`config.mk`:
```
export PLATFORM = sky130hd
export DESIGN_NAME = execute_top
export DESIGN_NICKNAME = d
export VERILOG_FILES = /design/src/common/isa_pkg.sv /design/src/common/priv_pkg.sv /design/src/execute/alu.sv /design/src/execute/branch_unit.sv /design/src/execute/lsu_request.sv /design/src/execute/csr_access.sv /design/src/execute/trap_control.sv /design/src/execute/writeback_stage.sv /design/src/execute/execute_top.sv
export VERILOG_INCLUDE_DIRS = /design/src /design/src/common
export SDC_FILE = /design/constraint.sdc
export NUM_CORES = 1
export LEC_CHECK = 0
export BUFFER_PORTS_ARGS = -buffer_cell sky130_fd_sc_hd__buf_2
export CORE_MARGIN = 3
export CORE_UTILIZATION = 50
export CTS_CLUSTER_SIZE = 14
export DETAILED_ROUTE_END_ITERATION = 10
export PLACE_DENSITY = 0.84
export SETUP_SLACK_MARGIN = 0.02
export SLEW_MARGIN = 20
export SYNTH_ARGS = -nofsm -noshare
export SYNTH_HDL_FRONTEND = slang
export SYNTH_SLANG_ARGS = --single-unit
```
`constraint.sdc`:
```
create_clock -name clk -period 4.75 [get_ports clk]
set_input_delay 0.475 -clock clk [delete_from_list [all_inputs] [get_ports clk]]
set_output_delay 0.475 -clock clk [all_outputs]
set_load 0.005 [all_outputs]
```
`src/common/rv_settings.svh`:
```
`ifndef RV_SETTINGS_SVH
`define RV_SETTINGS_SVH

// Data path and address width
`define RV_XLEN 32

// Flow tag carried with each instruction
`define RV_TAG_WIDTH 3

// Instruction field widths
`define RV_REG_ADDR_WIDTH 5
`define RV_CSR_ADDR_WIDTH 12

// Return address offset for JAL/JALR
`define RV_LINK_OFFSET 4

`endif

```
`src/common/isa_pkg.sv`:
```
package isa_pkg;

    // Decoded operation handed over by the decode stage
    typedef enum logic [5:0] {
        NOP,
        LUI,
        ADD,
        SUB,
        SLT,
        SLTU,
        XOR,
        OR,
        AND,
        SLL,
        SRL,
        SRA,
        BEQ,
        BNE,
        BLT,
        BLTU,
        BGE,
        BGEU,
        JAL,
        JALR,
        LB,
        LBU,
        LH,
        LHU,
        LW,
        SB,
        SH,
        SW,
        CSRRW,
        CSRRS,
        CSRRC,
        CSRRWI,
        CSRRSI,
        CSRRCI,
        ECALL,
        EBREAK,
        MRET
    } op_e;

    // Field positions inside the instruction word
    localparam int RD_LSB  = 7;
    localparam int RD_MSB  = 11;
    localparam int RS1_LSB = 15;
    localparam int RS1_MSB = 19;
    localparam int CSR_LSB = 20;
    localparam int CSR_MSB = 31;

endpackage

```
`src/common/priv_pkg.sv`:
```
package priv_pkg;

    typedef enum logic [1:0] {
        PRIV_USER       = 2'b00,
        PRIV_SUPERVISOR = 2'b01,
        PRIV_MACHINE    = 2'b11
    } priv_level_e;

    // Cause codes as written to mcause, code 10 is reserved and marks no trap
    typedef enum logic [3:0] {
        EXC_INST_MISALIGNED = 4'd0,
        EXC_ILLEGAL_INST    = 4'd2,
        EXC_BREAKPOINT      = 4'd3,
        EXC_NONE            = 4'd10,
        EXC_ECALL_M         = 4'd11
    } exc_code_e;

    // Operation applied to the addressed CSR
    typedef enum logic [1:0] {
        CSR_NONE,
        CSR_WRITE,
        CSR_SET,
        CSR_CLEAR
    } csr_op_e;

endpackage

```
`src/execute/alu.sv`:
```
`timescale 1ns/1ns
`include "rv_settings.svh"

module alu (
    input  isa_pkg::op_e            operation_i,
    input  logic [`RV_XLEN-1:0]     pc_i,
    input  logic [`RV_XLEN-1:0]     first_operand_i,
    input  logic [`RV_XLEN-1:0]     second_operand_i,
    input  logic [`RV_XLEN-1:0]     third_operand_i,
    output logic [`RV_XLEN-1:0]     sum_o,
    output logic [`RV_XLEN-1:0]     sum2_o,
    output logic [`RV_XLEN-1:0]     and_o,
    output logic [`RV_XLEN-1:0]     or_o,
    output logic [`RV_XLEN-1:0]     xor_o,
    output logic [`RV_XLEN-1:0]     sll_o,
    output logic [`RV_XLEN-1:0]     srl_o,
    output logic [`RV_XLEN-1:0]     sra_o,
    output logic                    equal_o,
    output logic                    less_o,
    output logic                    less_unsigned_o
);

    localparam int SHAMT_WIDTH = $clog2(`RV_XLEN);

    logic [`RV_XLEN-1:0]     sum2_a;
    logic [`RV_XLEN-1:0]     sum2_b;
    logic [SHAMT_WIDTH-1:0]  shamt;

    assign shamt = second_operand_i[SHAMT_WIDTH-1:0];

    // Second adder serves the link value, SUB and the branch target
    always_comb begin
        unique case (operation_i)
            isa_pkg::JAL, isa_pkg::JALR: begin
                sum2_a = pc_i;
                sum2_b = `RV_XLEN'(`RV_LINK_OFFSET);
            end
            isa_pkg::SUB: begin
                sum2_a = first_operand_i;
                sum2_b = -second_operand_i;
            end
            default: begin
                sum2_a = pc_i;
                sum2_b = third_operand_i;
            end
        endcase
    end

    assign sum_o  = first_operand_i + second_operand_i;
    assign sum2_o = sum2_a + sum2_b;
    assign and_o  = first_operand_i & second_operand_i;
    assign or_o   = first_operand_i | second_operand_i;
    assign xor_o  = first_operand_i ^ second_operand_i;
    assign sll_o  = first_operand_i << shamt;
    assign srl_o  = first_operand_i >> shamt;
    assign sra_o  = $signed(first_operand_i) >>> shamt;

    // Compare flags shared by branches and SLT/SLTU
    assign equal_o         = first_operand_i == second_operand_i;
    assign less_o          = $signed(first_operand_i) < $signed(second_operand_i);
    assign less_unsigned_o = first_operand_i < second_operand_i;

endmodule

```
`src/execute/branch_unit.sv`:
```
`timescale 1ns/1ns
`include "rv_settings.svh"

module branch_unit (
    input  isa_pkg::op_e            operation_i,
    input  logic [`RV_XLEN-1:0]     sum_i,
    input  logic [`RV_XLEN-1:0]     sum2_i,
    input  logic                    equal_i,
    input  logic                    less_i,
    input  logic                    less_unsigned_i,
    input  logic                    killed_i,
    output logic                    jump_o,
    output logic [`RV_XLEN-1:0]     jump_target_o
);

    logic taken;

    always_comb begin
        unique case (operation_i)
            isa_pkg::BEQ:                taken = equal_i;
            isa_pkg::BNE:                taken = ~equal_i;
            isa_pkg::BLT:                taken = less_i;
            isa_pkg::BLTU:               taken = less_unsigned_i;
            isa_pkg::BGE:                taken = ~less_i;
            isa_pkg::BGEU:               taken = ~less_unsigned_i;
            isa_pkg::JAL, isa_pkg::JALR: taken = 1'b1;
            default:                     taken = 1'b0;
        endcase
    end

    assign jump_o = taken & ~killed_i;

    // JALR target is rs1 plus immediate with bit 0 dropped
    always_comb begin
        unique case (operation_i)
            isa_pkg::JALR: jump_target_o = {sum_i[`RV_XLEN-1:1], 1'b0};
            isa_pkg::JAL:  jump_target_o = sum_i;
            default:       jump_target_o = sum2_i;
        endcase
    end

endmodule

```
`src/execute/lsu_request.sv`:
```
`timescale 1ns/1ns
`include "rv_settings.svh"

module lsu_request (
    input  isa_pkg::op_e            operation_i,
    input  logic [`RV_XLEN-1:0]     sum_i,
    input  logic [`RV_XLEN-1:0]     third_operand_i,
    output logic [`RV_XLEN-1:0]     mem_address_o,
    output logic                    mem_read_enable_o,
    output logic [3:0]              mem_write_enable_o,
    output logic [`RV_XLEN-1:0]     mem_write_data_o
);

    // Word aligned, lanes select the bytes
    assign mem_address_o = {sum_i[`RV_XLEN-1:2], 2'b00};

    assign mem_read_enable_o = operation_i inside {isa_pkg::LB, isa_pkg::LBU, isa_pkg::LH,
                                                   isa_pkg::LHU, isa_pkg::LW};

    always_comb begin
        unique case (operation_i)
            isa_pkg::SB: begin
                unique case (sum_i[1:0])
                    2'b00:   mem_write_enable_o = 4'b0001;
                    2'b01:   mem_write_enable_o = 4'b0010;
                    2'b10:   mem_write_enable_o = 4'b0100;
                    default: mem_write_enable_o = 4'b1000;
                endcase
            end
            isa_pkg::SH: mem_write_enable_o = sum_i[1] ? 4'b1100 : 4'b0011;
            isa_pkg::SW: mem_write_enable_o = 4'b1111;
            default:     mem_write_enable_o = 4'b0000;
        endcase
    end

    // Narrow stores repeat their data on every lane
    always_comb begin
        unique case (operation_i)
            isa_pkg::SB: mem_write_data_o = {4{third_operand_i[7:0]}};
            isa_pkg::SH: mem_write_data_o = {2{third_operand_i[15:0]}};
            default:     mem_write_data_o = third_operand_i;
        endcase
    end

endmodule

```
`src/execute/csr_access.sv`:
```
`timescale 1ns/1ns
`include "rv_settings.svh"

module csr_access (
    input  isa_pkg::op_e                   operation_i,
    input  logic [`RV_XLEN-1:0]            instruction_i,
    input  logic [`RV_XLEN-1:0]            first_operand_i,
    input  priv_pkg::priv_level_e          privilege_i,
    output logic [`RV_CSR_ADDR_WIDTH-1:0]  csr_address_o,
    output logic                           csr_read_enable_o,
    output logic                           csr_write_enable_o,
    output priv_pkg::csr_op_e              csr_operation_o,
    output logic [`RV_XLEN-1:0]            csr_data_o,
    output logic                           illegal_csr_o
);

    logic [`RV_REG_ADDR_WIDTH-1:0]  rd;
    logic [`RV_REG_ADDR_WIDTH-1:0]  rs1;
    logic                           read_request;
    logic                           write_request;
    logic                           read_only;
    logic                           over_privileged;

    assign rd            = instruction_i[isa_pkg::RD_MSB:isa_pkg::RD_LSB];
    assign rs1           = instruction_i[isa_pkg::RS1_MSB:isa_pkg::RS1_LSB];
    assign csr_address_o = instruction_i[isa_pkg::CSR_MSB:isa_pkg::CSR_LSB];

    // rd == x0 skips the read, rs1 == x0 skips the write
    always_comb begin
        unique case (operation_i)
            isa_pkg::CSRRW, isa_pkg::CSRRWI: begin
                read_request  = rd != '0;
                write_request = 1'b1;
            end
            isa_pkg::CSRRS, isa_pkg::CSRRC, isa_pkg::CSRRSI, isa_pkg::CSRRCI: begin
                read_request  = 1'b1;
                write_request = rs1 != '0;
            end
            default: begin
                read_request  = 1'b0;
                write_request = 1'b0;
            end
        endcase
    end

    // Top two address bits set means read only, next two hold the privilege
    assign read_only       = &csr_address_o[`RV_CSR_ADDR_WIDTH-1 -: 2];
    assign over_privileged = csr_address_o[`RV_CSR_ADDR_WIDTH-3 -: 2] > privilege_i;

    assign illegal_csr_o = (read_only & write_request) |
                           (over_privileged & (read_request | write_request));

    assign csr_read_enable_o  = read_request & ~illegal_csr_o;
    assign csr_write_enable_o = write_request & ~illegal_csr_o;

    always_comb begin
        unique case (operation_i)
            isa_pkg::CSRRW, isa_pkg::CSRRWI: csr_operation_o = priv_pkg::CSR_WRITE;
            isa_pkg::CSRRS, isa_pkg::CSRRSI: csr_operation_o = priv_pkg::CSR_SET;
            isa_pkg::CSRRC, isa_pkg::CSRRCI: csr_operation_o = priv_pkg::CSR_CLEAR;
            default:                         csr_operation_o = priv_pkg::CSR_NONE;
        endcase
    end

    // Immediate forms carry a 5 bit unsigned value in the rs1 field
    assign csr_data_o = operation_i inside {isa_pkg::CSRRW, isa_pkg::CSRRS, isa_pkg::CSRRC}
                        ? first_operand_i
                        : {{(`RV_XLEN-`RV_REG_ADDR_WIDTH){1'b0}}, rs1};

endmodule

```
`src/execute/trap_control.sv`:
```
`timescale 1ns/1ns
`include "rv_settings.svh"

module trap_control (
    input  logic                        clk,
    input  logic                        reset,
    input  isa_pkg::op_e                operation_i,
    input  logic [`RV_TAG_WIDTH-1:0]    tag_i,
    input  logic                        exc_illegal_inst_i,
    input  logic                        illegal_csr_i,
    input  logic                        exc_misaligned_fetch_i,
    input  logic                        interrupt_pending_i,
    input  logic                        jump_i,
    output logic                        killed_o,
    output logic                        raise_exception_o,
    output priv_pkg::exc_code_e         exception_code_o,
    output logic                        machine_return_o,
    output logic                        interrupt_ack_o
);

    logic [`RV_TAG_WIDTH-1:0] tag;

    //////////////////////////////////////////////////
    // Flow tag

    // Nothing is live while reset is high
    assign killed_o = reset | (tag != tag_i);

    // Any change of flow opens a new tag
    always_ff @(posedge clk) begin
        if (reset) begin
            tag <= '0;
        end else if (jump_i | raise_exception_o | machine_return_o | interrupt_ack_o) begin
            tag <= tag + 1'b1;
        end
    end

    //////////////////////////////////////////////////
    // Trap priority

    always_comb begin
        raise_exception_o = 1'b0;
        exception_code_o  = priv_pkg::EXC_NONE;
        machine_return_o  = 1'b0;
        interrupt_ack_o   = 1'b0;
        if (!killed_o) begin
            if (exc_illegal_inst_i | illegal_csr_i) begin
                raise_exception_o = 1'b1;
                exception_code_o  = priv_pkg::EXC_ILLEGAL_INST;
            end else if (exc_misaligned_fetch_i) begin
                raise_exception_o = 1'b1;
                exception_code_o  = priv_pkg::EXC_INST_MISALIGNED;
            end else if (operation_i == isa_pkg::ECALL) begin
                raise_exception_o = 1'b1;
                exception_code_o  = priv_pkg::EXC_ECALL_M;
            end else if (operation_i == isa_pkg::EBREAK) begin
                raise_exception_o = 1'b1;
                exception_code_o  = priv_pkg::EXC_BREAKPOINT;
            end else if (operation_i == isa_pkg::MRET) begin
                machine_return_o = 1'b1;
            end else if (interrupt_pending_i) begin
                interrupt_ack_o = 1'b1;
            end
        end
    end

endmodule

```
`src/execute/writeback_stage.sv`:
```
`timescale 1ns/1ns
`include "rv_settings.svh"

module writeback_stage (
    input  logic                    clk,
    input  logic                    reset,
    input  logic                    stall_i,
    input  isa_pkg::op_e            operation_i,
    input  logic                    killed_i,
    input  logic [`RV_XLEN-1:0]     csr_data_read_i,
    input  logic [`RV_XLEN-1:0]     second_operand_i,
    input  logic [`RV_XLEN-1:0]     sum_i,
    input  logic [`RV_XLEN-1:0]     sum2_i,
    input  logic [`RV_XLEN-1:0]     and_i,
    input  logic [`RV_XLEN-1:0]     or_i,
    input  logic [`RV_XLEN-1:0]     xor_i,
    input  logic [`RV_XLEN-1:0]     sll_i,
    input  logic [`RV_XLEN-1:0]     srl_i,
    input  logic [`RV_XLEN-1:0]     sra_i,
    input  logic                    less_i,
    input  logic                    less_unsigned_i,
    output logic                    write_enable_o,
    output isa_pkg::op_e            operation_o,
    output logic [`RV_XLEN-1:0]     result_o
);

    logic [`RV_XLEN-1:0]  result;
    logic                 write_enable;

    //////////////////////////////////////////////////
    // Result select

    always_comb begin
        unique case (operation_i)
            isa_pkg::CSRRW, isa_pkg::CSRRS, isa_pkg::CSRRC,
            isa_pkg::CSRRWI, isa_pkg::CSRRSI, isa_pkg::CSRRCI: result = csr_data_read_i;
            isa_pkg::JAL, isa_pkg::JALR, isa_pkg::SUB:         result = sum2_i;
            isa_pkg::SLT:  result = {{(`RV_XLEN-1){1'b0}}, less_i};
            isa_pkg::SLTU: result = {{(`RV_XLEN-1){1'b0}}, less_unsigned_i};
            isa_pkg::AND:  result = and_i;
            isa_pkg::OR:   result = or_i;
            isa_pkg::XOR:  result = xor_i;
            isa_pkg::SLL:  result = sll_i;
            isa_pkg::SRL:  result = srl_i;
            isa_pkg::SRA:  result = sra_i;
            isa_pkg::LUI:  result = second_operand_i;
            default:       result = sum_i;
        endcase
    end

    // Stores and branches leave the register file alone
    assign write_enable = operation_i inside {isa_pkg::SB, isa_pkg::SH, isa_pkg::SW,
                                              isa_pkg::BEQ, isa_pkg::BNE, isa_pkg::BLT,
                                              isa_pkg::BLTU, isa_pkg::BGE, isa_pkg::BGEU}
                          ? 1'b0 : ~killed_i;

    //////////////////////////////////////////////////
    // Output registers, held while stalled

    always_ff @(posedge clk) begin
        if (reset) begin
            write_enable_o <= 1'b0;
        end else if (!stall_i) begin
            write_enable_o <= write_enable;
        end
    end

    always_ff @(posedge clk) begin
        if (!stall_i) begin
            operation_o <= operation_i;
            result_o    <= result;
        end
    end

endmodule

```
`src/execute/execute_top.sv`:
```
`timescale 1ns/1ns
`include "rv_settings.svh"

module execute_top (
    input  logic                           clk,
    input  logic                           reset,
    input  logic                           stall_i,
    input  logic [`RV_XLEN-1:0]            instruction_i,
    input  logic [`RV_XLEN-1:0]            pc_i,
    input  logic [`RV_XLEN-1:0]            first_operand_i,
    input  logic [`RV_XLEN-1:0]            second_operand_i,
    input  logic [`RV_XLEN-1:0]            third_operand_i,
    input  isa_pkg::op_e                   operation_i,
    input  logic [`RV_TAG_WIDTH-1:0]       tag_i,
    input  priv_pkg::priv_level_e          privilege_i,
    input  logic                           exc_illegal_inst_i,
    input  logic                           exc_misaligned_fetch_i,
    input  logic                           interrupt_pending_i,
    input  logic [`RV_XLEN-1:0]            csr_data_read_i,
    output logic                           killed_o,
    output logic                           write_enable_o,
    output isa_pkg::op_e                   operation_o,
    output logic [`RV_XLEN-1:0]            result_o,
    output logic [`RV_XLEN-1:0]            mem_address_o,
    output logic                           mem_read_enable_o,
    output logic [3:0]                     mem_write_enable_o,
    output logic [`RV_XLEN-1:0]            mem_write_data_o,
    output logic [`RV_CSR_ADDR_WIDTH-1:0]  csr_address_o,
    output logic                           csr_read_enable_o,
    output logic                           csr_write_enable_o,
    output priv_pkg::csr_op_e              csr_operation_o,
    output logic [`RV_XLEN-1:0]            csr_data_o,
    output logic                           jump_o,
    output logic [`RV_XLEN-1:0]            jump_target_o,
    output logic                           interrupt_ack_o,
    output logic                           machine_return_o,
    output logic                           raise_exception_o,
    output priv_pkg::exc_code_e            exception_code_o
);

    logic [`RV_XLEN-1:0]  sum;
    logic [`RV_XLEN-1:0]  sum2;
    logic [`RV_XLEN-1:0]  and_result;
    logic [`RV_XLEN-1:0]  or_result;
    logic [`RV_XLEN-1:0]  xor_result;
    logic [`RV_XLEN-1:0]  sll_result;
    logic [`RV_XLEN-1:0]  srl_result;
    logic [`RV_XLEN-1:0]  sra_result;
    logic                 equal;
    logic                 less;
    logic                 less_unsigned;
    logic                 illegal_csr;

    //////////////////////////////////////////////////
    // Datapath

    alu alu0 (
        .operation_i      (operation_i),
        .pc_i             (pc_i),
        .first_operand_i  (first_operand_i),
        .second_operand_i (second_operand_i),
        .third_operand_i  (third_operand_i),
        .sum_o            (sum),
        .sum2_o           (sum2),
        .and_o            (and_result),
        .or_o             (or_result),
        .xor_o            (xor_result),
        .sll_o            (sll_result),
        .srl_o            (srl_result),
        .sra_o            (sra_result),
        .equal_o          (equal),
        .less_o           (less),
        .less_unsigned_o  (less_unsigned)
    );

    branch_unit branch0 (
        .operation_i     (operation_i),
        .sum_i           (sum),
        .sum2_i          (sum2),
        .equal_i         (equal),
        .less_i          (less),
        .less_unsigned_i (less_unsigned),
        .killed_i        (killed_o),
        .jump_o          (jump_o),
        .jump_target_o   (jump_target_o)
    );

    lsu_request lsu0 (
        .operation_i        (operation_i),
        .sum_i              (sum),
        .third_operand_i    (third_operand_i),
        .mem_address_o      (mem_address_o),
        .mem_read_enable_o  (mem_read_enable_o),
        .mem_write_enable_o (mem_write_enable_o),
        .mem_write_data_o   (mem_write_data_o)
    );

    csr_access csr0 (
        .operation_i        (operation_i),
        .instruction_i      (instruction_i),
        .first_operand_i    (first_operand_i),
        .privilege_i        (privilege_i),
        .csr_address_o      (csr_address_o),
        .csr_read_enable_o  (csr_read_enable_o),
        .csr_write_enable_o (csr_write_enable_o),
        .csr_operation_o    (csr_operation_o),
        .csr_data_o         (csr_data_o),
        .illegal_csr_o      (illegal_csr)
    );

    //////////////////////////////////////////////////
    // Control and writeback

    trap_control trap0 (
        .clk                    (clk),
        .reset                  (reset),
        .operation_i            (operation_i),
        .tag_i                  (tag_i),
        .exc_illegal_inst_i     (exc_illegal_inst_i),
        .illegal_csr_i          (illegal_csr),
        .exc_misaligned_fetch_i (exc_misaligned_fetch_i),
        .interrupt_pending_i    (interrupt_pending_i),
        .jump_i                 (jump_o),
        .killed_o               (killed_o),
        .raise_exception_o      (raise_exception_o),
        .exception_code_o       (exception_code_o),
        .machine_return_o       (machine_return_o),
        .interrupt_ack_o        (interrupt_ack_o)
    );

    writeback_stage wb0 (
        .clk              (clk),
        .reset            (reset),
        .stall_i          (stall_i),
        .operation_i      (operation_i),
        .killed_i         (killed_o),
        .csr_data_read_i  (csr_data_read_i),
        .second_operand_i (second_operand_i),
        .sum_i            (sum),
        .sum2_i           (sum2),
        .and_i            (and_result),
        .or_i             (or_result),
        .xor_i            (xor_result),
        .sll_i            (sll_result),
        .srl_i            (srl_result),
        .sra_i            (sra_result),
        .less_i           (less),
        .less_unsigned_i  (less_unsigned),
        .write_enable_o   (write_enable_o),
        .operation_o      (operation_o),
        .result_o         (result_o)
    );

endmodule

```
[Word level (Yosys, flattened, before mapping)]
Cells that the tools add are included.
Operators by class
  reduce and logical (&&, ||, !) cells: 14
  bitwise gates (word level): 20
  $add $sub $neg: 4
  divide/modulo/power cells: 0
  equality and inequality tests: 39
  multiply operators: 0
  shifts and indexed selects: 3
  mux-type cells: 37
  order comparisons: 3
Operators by type and width (count)
  32-bit one-hot mux with 11 select lines: 1
  32-bit one-hot mux with 2 select lines: 3
  6-bit by 5-bit == test with 1-bit output (second input constant): 16
  32-bit adder: 2
  32-bit less-than comparator: 2
  32-bit two-way mux: 2
  6-bit by 4-bit == test with 1-bit output (second input constant): 8
  32-bit bitwise AND: 1
  32-bit == test: 1
  32-bit negator: 1
  32-bit bitwise OR: 1
  32-bit by 5-bit << shifter with 32-bit output: 1
  32-bit by 5-bit right shift with 32-bit output: 1
  32-bit by 5-bit >>> shifter with 32-bit output: 1
  32-bit XOR: 1
  6-bit == test (second input constant): 5
  6-bit by 3-bit == test with 1-bit output (second input constant): 4
  4-bit two-way mux: 6
  4-bit one-hot mux with 3 select lines: 2
  1-bit two-way mux: 19
  5-bit nonzero test: 3
  9-bit nonzero test: 1
  2-bit OR reduction: 4
  1-bit bitwise OR: 7
  other kinds (18): 27
Word-level totals
  register bits after elaboration: 42
  memories: 0
  bits in read-only memories: 0
  output and inout bits: 197
  input bits: 209
  bits in writable memories: 0
  bits in latches: 0

[Longest topological paths before layout]
  depth in word-level cells: 12
  gate-level depth with buffers: 25
  gate-level depth less buffers: 20

[Modules after synthesis]
Synthesis repeated with hierarchy kept, for this count alone.
Second synthesis, totals
  cell total of the unflattened synthesis: 2078
  area total of the unflattened synthesis: 15695.1 µm²
By module, submodules not included
  alu: times used 1, seq. area each 0.0 µm², cells an instance 1389, area each 9564.2 µm²
  writeback_stage: times used 1, seq. area each 1161.1 µm², cells an instance 392, area each 3682.3 µm²
  lsu_request: times used 1, seq. area each 0.0 µm², cells an instance 123, area each 915.9 µm²
  branch_unit: times used 1, seq. area each 0.0 µm², cells an instance 48, area each 610.6 µm²
  csr_access: times used 1, seq. area each 0.0 µm², cells an instance 80, area each 566.8 µm²
  trap_control: times used 1, seq. area each 60.1 µm², cells an instance 46, area each 355.3 µm²

[Least setup slack after synthesis]
OpenSTA, ideal clock, no wires.
  path type: input to output
  start: in second_operand_i[0]
  end: out jump_target_o[29]
  arrival: 4.429 ns
  cell stages on the path: 25
  path slack: -0.154 ns
  path buffers: 5
  cells stage by stage: buf_2 > buf_4 > buf_2 > buf_2 > inv_1 > ha_1 > nand3_1 > nand3b_1 > nor2_1 > nand2_1 > nor2_1 > and3_1 > nor2_1 > o21ai_0 > ha_1 > clkbuf_1 > a211oi_1 > o21ai_1 > o22ai_1 > o21ai_1 > and3b_1 > nor2b_1 > o21ai_0 > xnor2_1 > a21oi_1
On the way
  word-level cells in the longest chain between the ends: 4
  elaborated cells on any way between the ends: 5
  those cells by class: add/sub: 3; mux: 2
Ends and longest elaborated chain
  from (decl): RTL line execute_top.sv:11  | input logic [`RV_XLEN-1:0] second_operand_i,
  32-bit negator: RTL line alu.sv:40  | sum2_b = -second_operand_i;
  32-bit one-hot mux with 2 select lines: RTL line alu.sv:33  | unique case (operation_i)
  32-bit adder: RTL line alu.sv:50  | assign sum2_o = sum2_a + sum2_b;
  32-bit one-hot mux with 2 select lines (*): RTL line branch_unit.sv:35  | unique case (operation_i)
  to (decl): RTL line execute_top.sv:34  | output logic [`RV_XLEN-1:0] jump_target_o,
Mark *: on every way between the ends. The rest lies on a longest branch, timed or not.

[Final worst setup path]
  start: in second_operand_i[3]
  end: out jump_target_o[30]
The elaborated chain is that of the path after synthesis.

==> impl_metrics.prom <==
# TYPE chip_impl_metric gauge
chip_impl_info{name="run_status",value="finished, final reports clean"} 1
chip_impl_metric{name="buffer_and_inverter_count_on_the_worst_path",unit=""} 5
chip_impl_metric{name="num_vias",unit=""} 18854
chip_impl_metric{name="period_share",unit=""} 0.985
chip_impl_metric{name="n_fill_cell",unit=""} 2604
chip_impl_metric{name="irDropWorstVdd",unit="V"} 0.000125
chip_impl_metric{name="synth_edf_count",unit=""} 38
chip_impl_info{name="crit_type",value="in2out"} 1
chip_impl_metric{name="maximum_number_of_pins_on_one_net_before_global_route_repair",unit=""} 72
chip_impl_metric{name="timing.max_cap.violations",unit=""} 0
chip_impl_metric{name="final_layout_size_suffix_gt1_frac",unit=""} 0.315
chip_impl_metric{name="areaGrowthSynthToFinish",unit="%"} 25.3
chip_impl_metric{name="route.detailed.drc",unit=""} 0
chip_impl_metric{name="routed_wire_length_per_instance",unit="microns"} 27.1
chip_impl_metric{name="io_pins",unit=""} 406
chip_impl_metric{name="worst-endpoint-required",unit="ns"} 4.28
chip_impl_info{name="hold_class",value="in2reg"} 1
chip_impl_metric{name="fin_ws",unit="ns"} 0.0711
chip_impl_metric{name="final_max_slew_viol_count",unit=""} 0
chip_impl_info{name="critical-path-slowest-cell",value="sky130_fd_sc_hd__xnor2_1"} 1
chip_impl_metric{name="postRouteWirelength",unit="microns"} 75200
chip_impl_metric{name="num-nets-final",unit=""} 2741
chip_impl_metric{name="first_global_vias",unit=""} 17294
chip_impl_metric{name="clock-sinks",unit=""} 42
chip_impl_metric{name="hold_ws",unit="ns"} 0.418
chip_impl_metric{name="syn-instance-count",unit=""} 1987
chip_impl_metric{name="slew_at_the_pin_with_the_worst_max_slew_slack",unit="ns"} 1.02
chip_impl_info{name="critical_path.cell_chain",value="buf_2 -> buf_4 -> inv_1 -> buf_4 -> ha_1 -> o21ai_0 -> nor2_1 -> o311ai_2 -> a21oi_1 -> a31oi_1 -> a211o_1 -> o21ai_0 -> xnor2_1 -> o21a_1 -> buf_2"} 1
chip_impl_info{name="tritoncts",value="done"} 1
chip_impl_metric{name="layout_min_cycle_time",unit="ns"} 4.68
chip_impl_metric{name="placeableCoreArea",unit="sq um"} 27300
chip_impl_metric{name="insertion_delay",unit="ns"} 0.29
chip_impl_metric{name="grt_pass1_wl",unit="microns"} 109000
chip_impl_metric{name="gr-total-overflow",unit=""} 0
chip_impl_metric{name="finalWeightedCongestion",unit=""} 1.10
chip_impl_info{name="postSynth.topFlopCell",value="sky130_fd_sc_hd__edfxtp_1"} 1
chip_impl_metric{name="place_hpwl",unit="microns"} 59900
chip_impl_info{name="critPathCaptureType",value="output pin"} 1
chip_impl_metric{name="final_design_area_no_fill",unit="sq um"} 17500
chip_impl_metric{name="clk_pin_slew_worst_paths",unit="ns"} 0.06
chip_impl_metric{name="slew_headroom",unit=""} 0.316
chip_impl_metric{name="worstPathMaxFanout",unit=""} 32
chip_impl_metric{name="largest_clock_skew_in_the_final_design",unit="ns"} 0.00363
chip_impl_metric{name="cts-hold-fix-buffers",unit=""} 0
chip_impl_metric{name="maxClockFrequency",unit="GHz"} 0.214
chip_impl_info{name="timing.critical_path.max_delay_family",value="compound AO/OA/AOI/OAI gates"} 1
chip_impl_metric{name="finalHoldViolations",unit=""} 0
chip_impl_info{name="clock_tree.root_cell",value="sky130_fd_sc_hd__clkbuf_16"} 1
chip_impl_metric{name="placement.cell_area",unit="sq um"} 17000
chip_impl_metric{name="postSynth.asyncResetShare",unit=""} 0
chip_impl_metric{name="final_core_utilization",unit=""} 0.644
chip_impl_metric{name="timing.final.setup_violations",unit=""} 0
chip_impl_metric{name="grt.total_usage",unit=""} 0.468
chip_impl_metric{name="n_antenna_cell",unit=""} 0
chip_impl_info{name="unrepaired_setup_endpoints_after_global_routing",value="true"} 1
chip_impl_metric{name="power",unit="mW"} 3.19
chip_impl_metric{name="drt-initial-drc-count",unit=""} 3163
chip_impl_metric{name="floorplan.die.width",unit="microns"} 173
chip_impl_info{name="critical_path.startpoint_type",value="input port"} 1
chip_impl_metric{name="power.density_cell_area",unit="nW/um^2"} 182
chip_impl_metric{name="synth.cell_area",unit="sq um"} 14000
chip_impl_metric{name="grt_antenna_before_repair",unit=""} 9
chip_impl_metric{name="io_buffers",unit=""} 376
chip_impl_metric{name="cts_inserted_buffers",unit=""} 5
chip_impl_metric{name="power_leakage",unit="nW"} 8.12
chip_impl_metric{name="via_density",unit=""} 6.80
chip_impl_metric{name="drt-pass1-iter-count",unit=""} 10
chip_impl_metric{name="fp-row-count",unit=""} 60
chip_impl_metric{name="yosys_warnings",unit=""} 0
chip_impl_metric{name="preCtsSetupSlack",unit="ns"} -0.171
chip_impl_metric{name="initial_utilization",unit=""} 0.513
chip_impl_metric{name="ffs_latches_synth",unit=""} 42
chip_impl_metric{name="htreeDepth",unit=""} 2
chip_impl_metric{name="full_die_area",unit="sq um"} 30000
chip_impl_metric{name="clock_path_buffers",unit=""} 2
chip_impl_metric{name="antenna_left",unit=""} 0
chip_impl_metric{name="highest_cell_delay_on_the_worst_timing_path",unit="ns"} 0.56
chip_impl_metric{name="critical_path_arrival",unit="ns"} 4.20
chip_impl_metric{name="synth.distinct_cells",unit=""} 89
chip_impl_metric{name="ys_seq_area_frac",unit=""} 0.0873
chip_impl_metric{name="postSynthAreaPerCell",unit="sq um"} 7.04
chip_impl_metric{name="die_outline_height",unit="microns"} 173
[layout by cell type (no fill, tap or decap), types with 9 or more instances in the layout]
master	count
sky130_fd_sc_hd__o211ai_1	20
sky130_fd_sc_hd__o21ai_0	166
sky130_fd_sc_hd__buf_4	193
sky130_fd_sc_hd__xnor2_1	65
sky130_fd_sc_hd__nor3_1	61
sky130_fd_sc_hd__inv_1	93
sky130_fd_sc_hd__nor2_1	206
sky130_fd_sc_hd__nand2b_1	11
sky130_fd_sc_hd__or3_1	15
sky130_fd_sc_hd__mux2i_1	35
sky130_fd_sc_hd__o21a_1	11
sky130_fd_sc_hd__nor4_1	11
sky130_fd_sc_hd__and2_1	10
sky130_fd_sc_hd__xor2_1	21
sky130_fd_sc_hd__o2111ai_1	10
sky130_fd_sc_hd__a2111oi_0	11
sky130_fd_sc_hd__nand3_1	35
sky130_fd_sc_hd__a221oi_1	9
sky130_fd_sc_hd__mux2_2	38
sky130_fd_sc_hd__mux4_2	50
sky130_fd_sc_hd__edfxtp_1	38
sky130_fd_sc_hd__and3_1	19
sky130_fd_sc_hd__o21bai_1	15
sky130_fd_sc_hd__a21o_1	27
sky130_fd_sc_hd__a21oi_1	143
sky130_fd_sc_hd__o22ai_1	14
sky130_fd_sc_hd__o21ai_1	18
sky130_fd_sc_hd__a31oi_1	15
sky130_fd_sc_hd__buf_2	375
sky130_fd_sc_hd__nor2b_1	12
sky130_fd_sc_hd__nand4_1	13
sky130_fd_sc_hd__a211o_1	9
sky130_fd_sc_hd__a211oi_1	9
sky130_fd_sc_hd__nand2_1	256
sky130_fd_sc_hd__a22oi_1	41
sky130_fd_sc_hd__ha_1	128
[worst register-to-register path: stages (launching register included)]
cell,delay (ns)
sky130_fd_sc_hd__dfxtp_1,0.35
sky130_fd_sc_hd__xor2_1,0.18
sky130_fd_sc_hd__nor4_2,0.65
sky130_fd_sc_hd__o31ai_2,0.22
sky130_fd_sc_hd__mux2_4,0.34
[repair_timing]
action / CTS / global route
pin swaps: 3 / 23
resized for setup: 8 / 65
setup buffers: 1 / 9
cloned: 0 / 0
endpoints found under the setup margin: 6 / 23
[stage by stage]
step           cells  TNS, ns
5_1_grt         2771   -0.227
2_1_floorplan   1989        0
4_1_cts         2762        0
6_report        2771        0
3_3_place_gp    2753   -0.349
3_5_place_dp    2753   -0.581
[cell type report]
type	instances	area [sq um]	share of cell area
flip-flops and latches	42	1220	0.0696
multi-input cells	1680	11900	0.680
clock buffers	6	129	0.00735
repair buffers	572	3400	0.194
inverters	97	364	0.0208
well taps	372	465	0.0265
clock inverters	2	37.5	0.00214
[path summary, 6_finish.rpt]
| check | from | to | slack (ns) | cells after the start |
|---|---|---|---|---|
| max | second_operand_i[3] | jump_target_o[30] | 0.07 | 15 |
| min reg2reg | wb0.write_enable_o$_SDFFE_PP0N_ | wb0.write_enable_o$_SDFFE_PP0N_ | 0.51 | 2 |
| max reg2reg | trap0.tag[2]$_SDFFE_PP0P_ | trap0.tag[1]$_SDFFE_PP0P_ | 2.91 | 4 |
| min | reset | wb0.write_enable_o$_SDFFE_PP0N_ | 0.42 | 2 |
[cells by family after synthesis]
group,Yosys count,synth area share
AOI/OAI and AO/OA,621,0.284
xor gates and xnor gates,89,0.0557
adders and majority gates,134,0.121
buffers and inverters,267,0.0835
DFF,42,0.0873
muxes,124,0.137
other,1,0.000268
and+or+nand+nor,709,0.231
[metal layers]
metal  routed length, microns  global-route usage  vias up
li1                         -                   -     8076
met1                    26100               0.579     8650
met2                    32000               0.723     1736
met3                    10500               0.110      388
met4                     6570               0.321        4
met5                       27                   0        -
[report_power, final]
part	switching (mW)	internal (mW)
Sequential	0.0240	0.473
Clock	0.148	0.248
Combinational	1.38	0.915
Total	1.55	1.64
[state kept, by name, summed over array words and instances, names as in the netlist]
name,count
wb0.write_enable_o,1
trap0.tag,3
wb0.result_o,32
wb0.operation_o,6
[cell usage after synthesis, types with 25 or more instances]
cell                       instances  area (sq um)
sky130_fd_sc_hd__nand2_1         258           968
sky130_fd_sc_hd__nor2_1          214           803
sky130_fd_sc_hd__o21ai_0         178           891
sky130_fd_sc_hd__a21oi_1         148           741
sky130_fd_sc_hd__ha_1            132          1650
sky130_fd_sc_hd__inv_1            96           360
sky130_fd_sc_hd__clkbuf_1         93           349
sky130_fd_sc_hd__xnor2_1          68           596
sky130_fd_sc_hd__nor3_1           65           325
sky130_fd_sc_hd__mux4_2           50          1130
sky130_fd_sc_hd__a22oi_1          41           308
sky130_fd_sc_hd__edfxtp_1         38          1140
sky130_fd_sc_hd__mux2_2           38           428
sky130_fd_sc_hd__nand3_1          38           190
sky130_fd_sc_hd__mux2i_1          35           350
sky130_fd_sc_hd__buf_4            28           210
sky130_fd_sc_hd__a21o_1           27           203
sky130_fd_sc_hd__buf_2            25           125
Note: power is estimated with default switching activity, not from simulation.
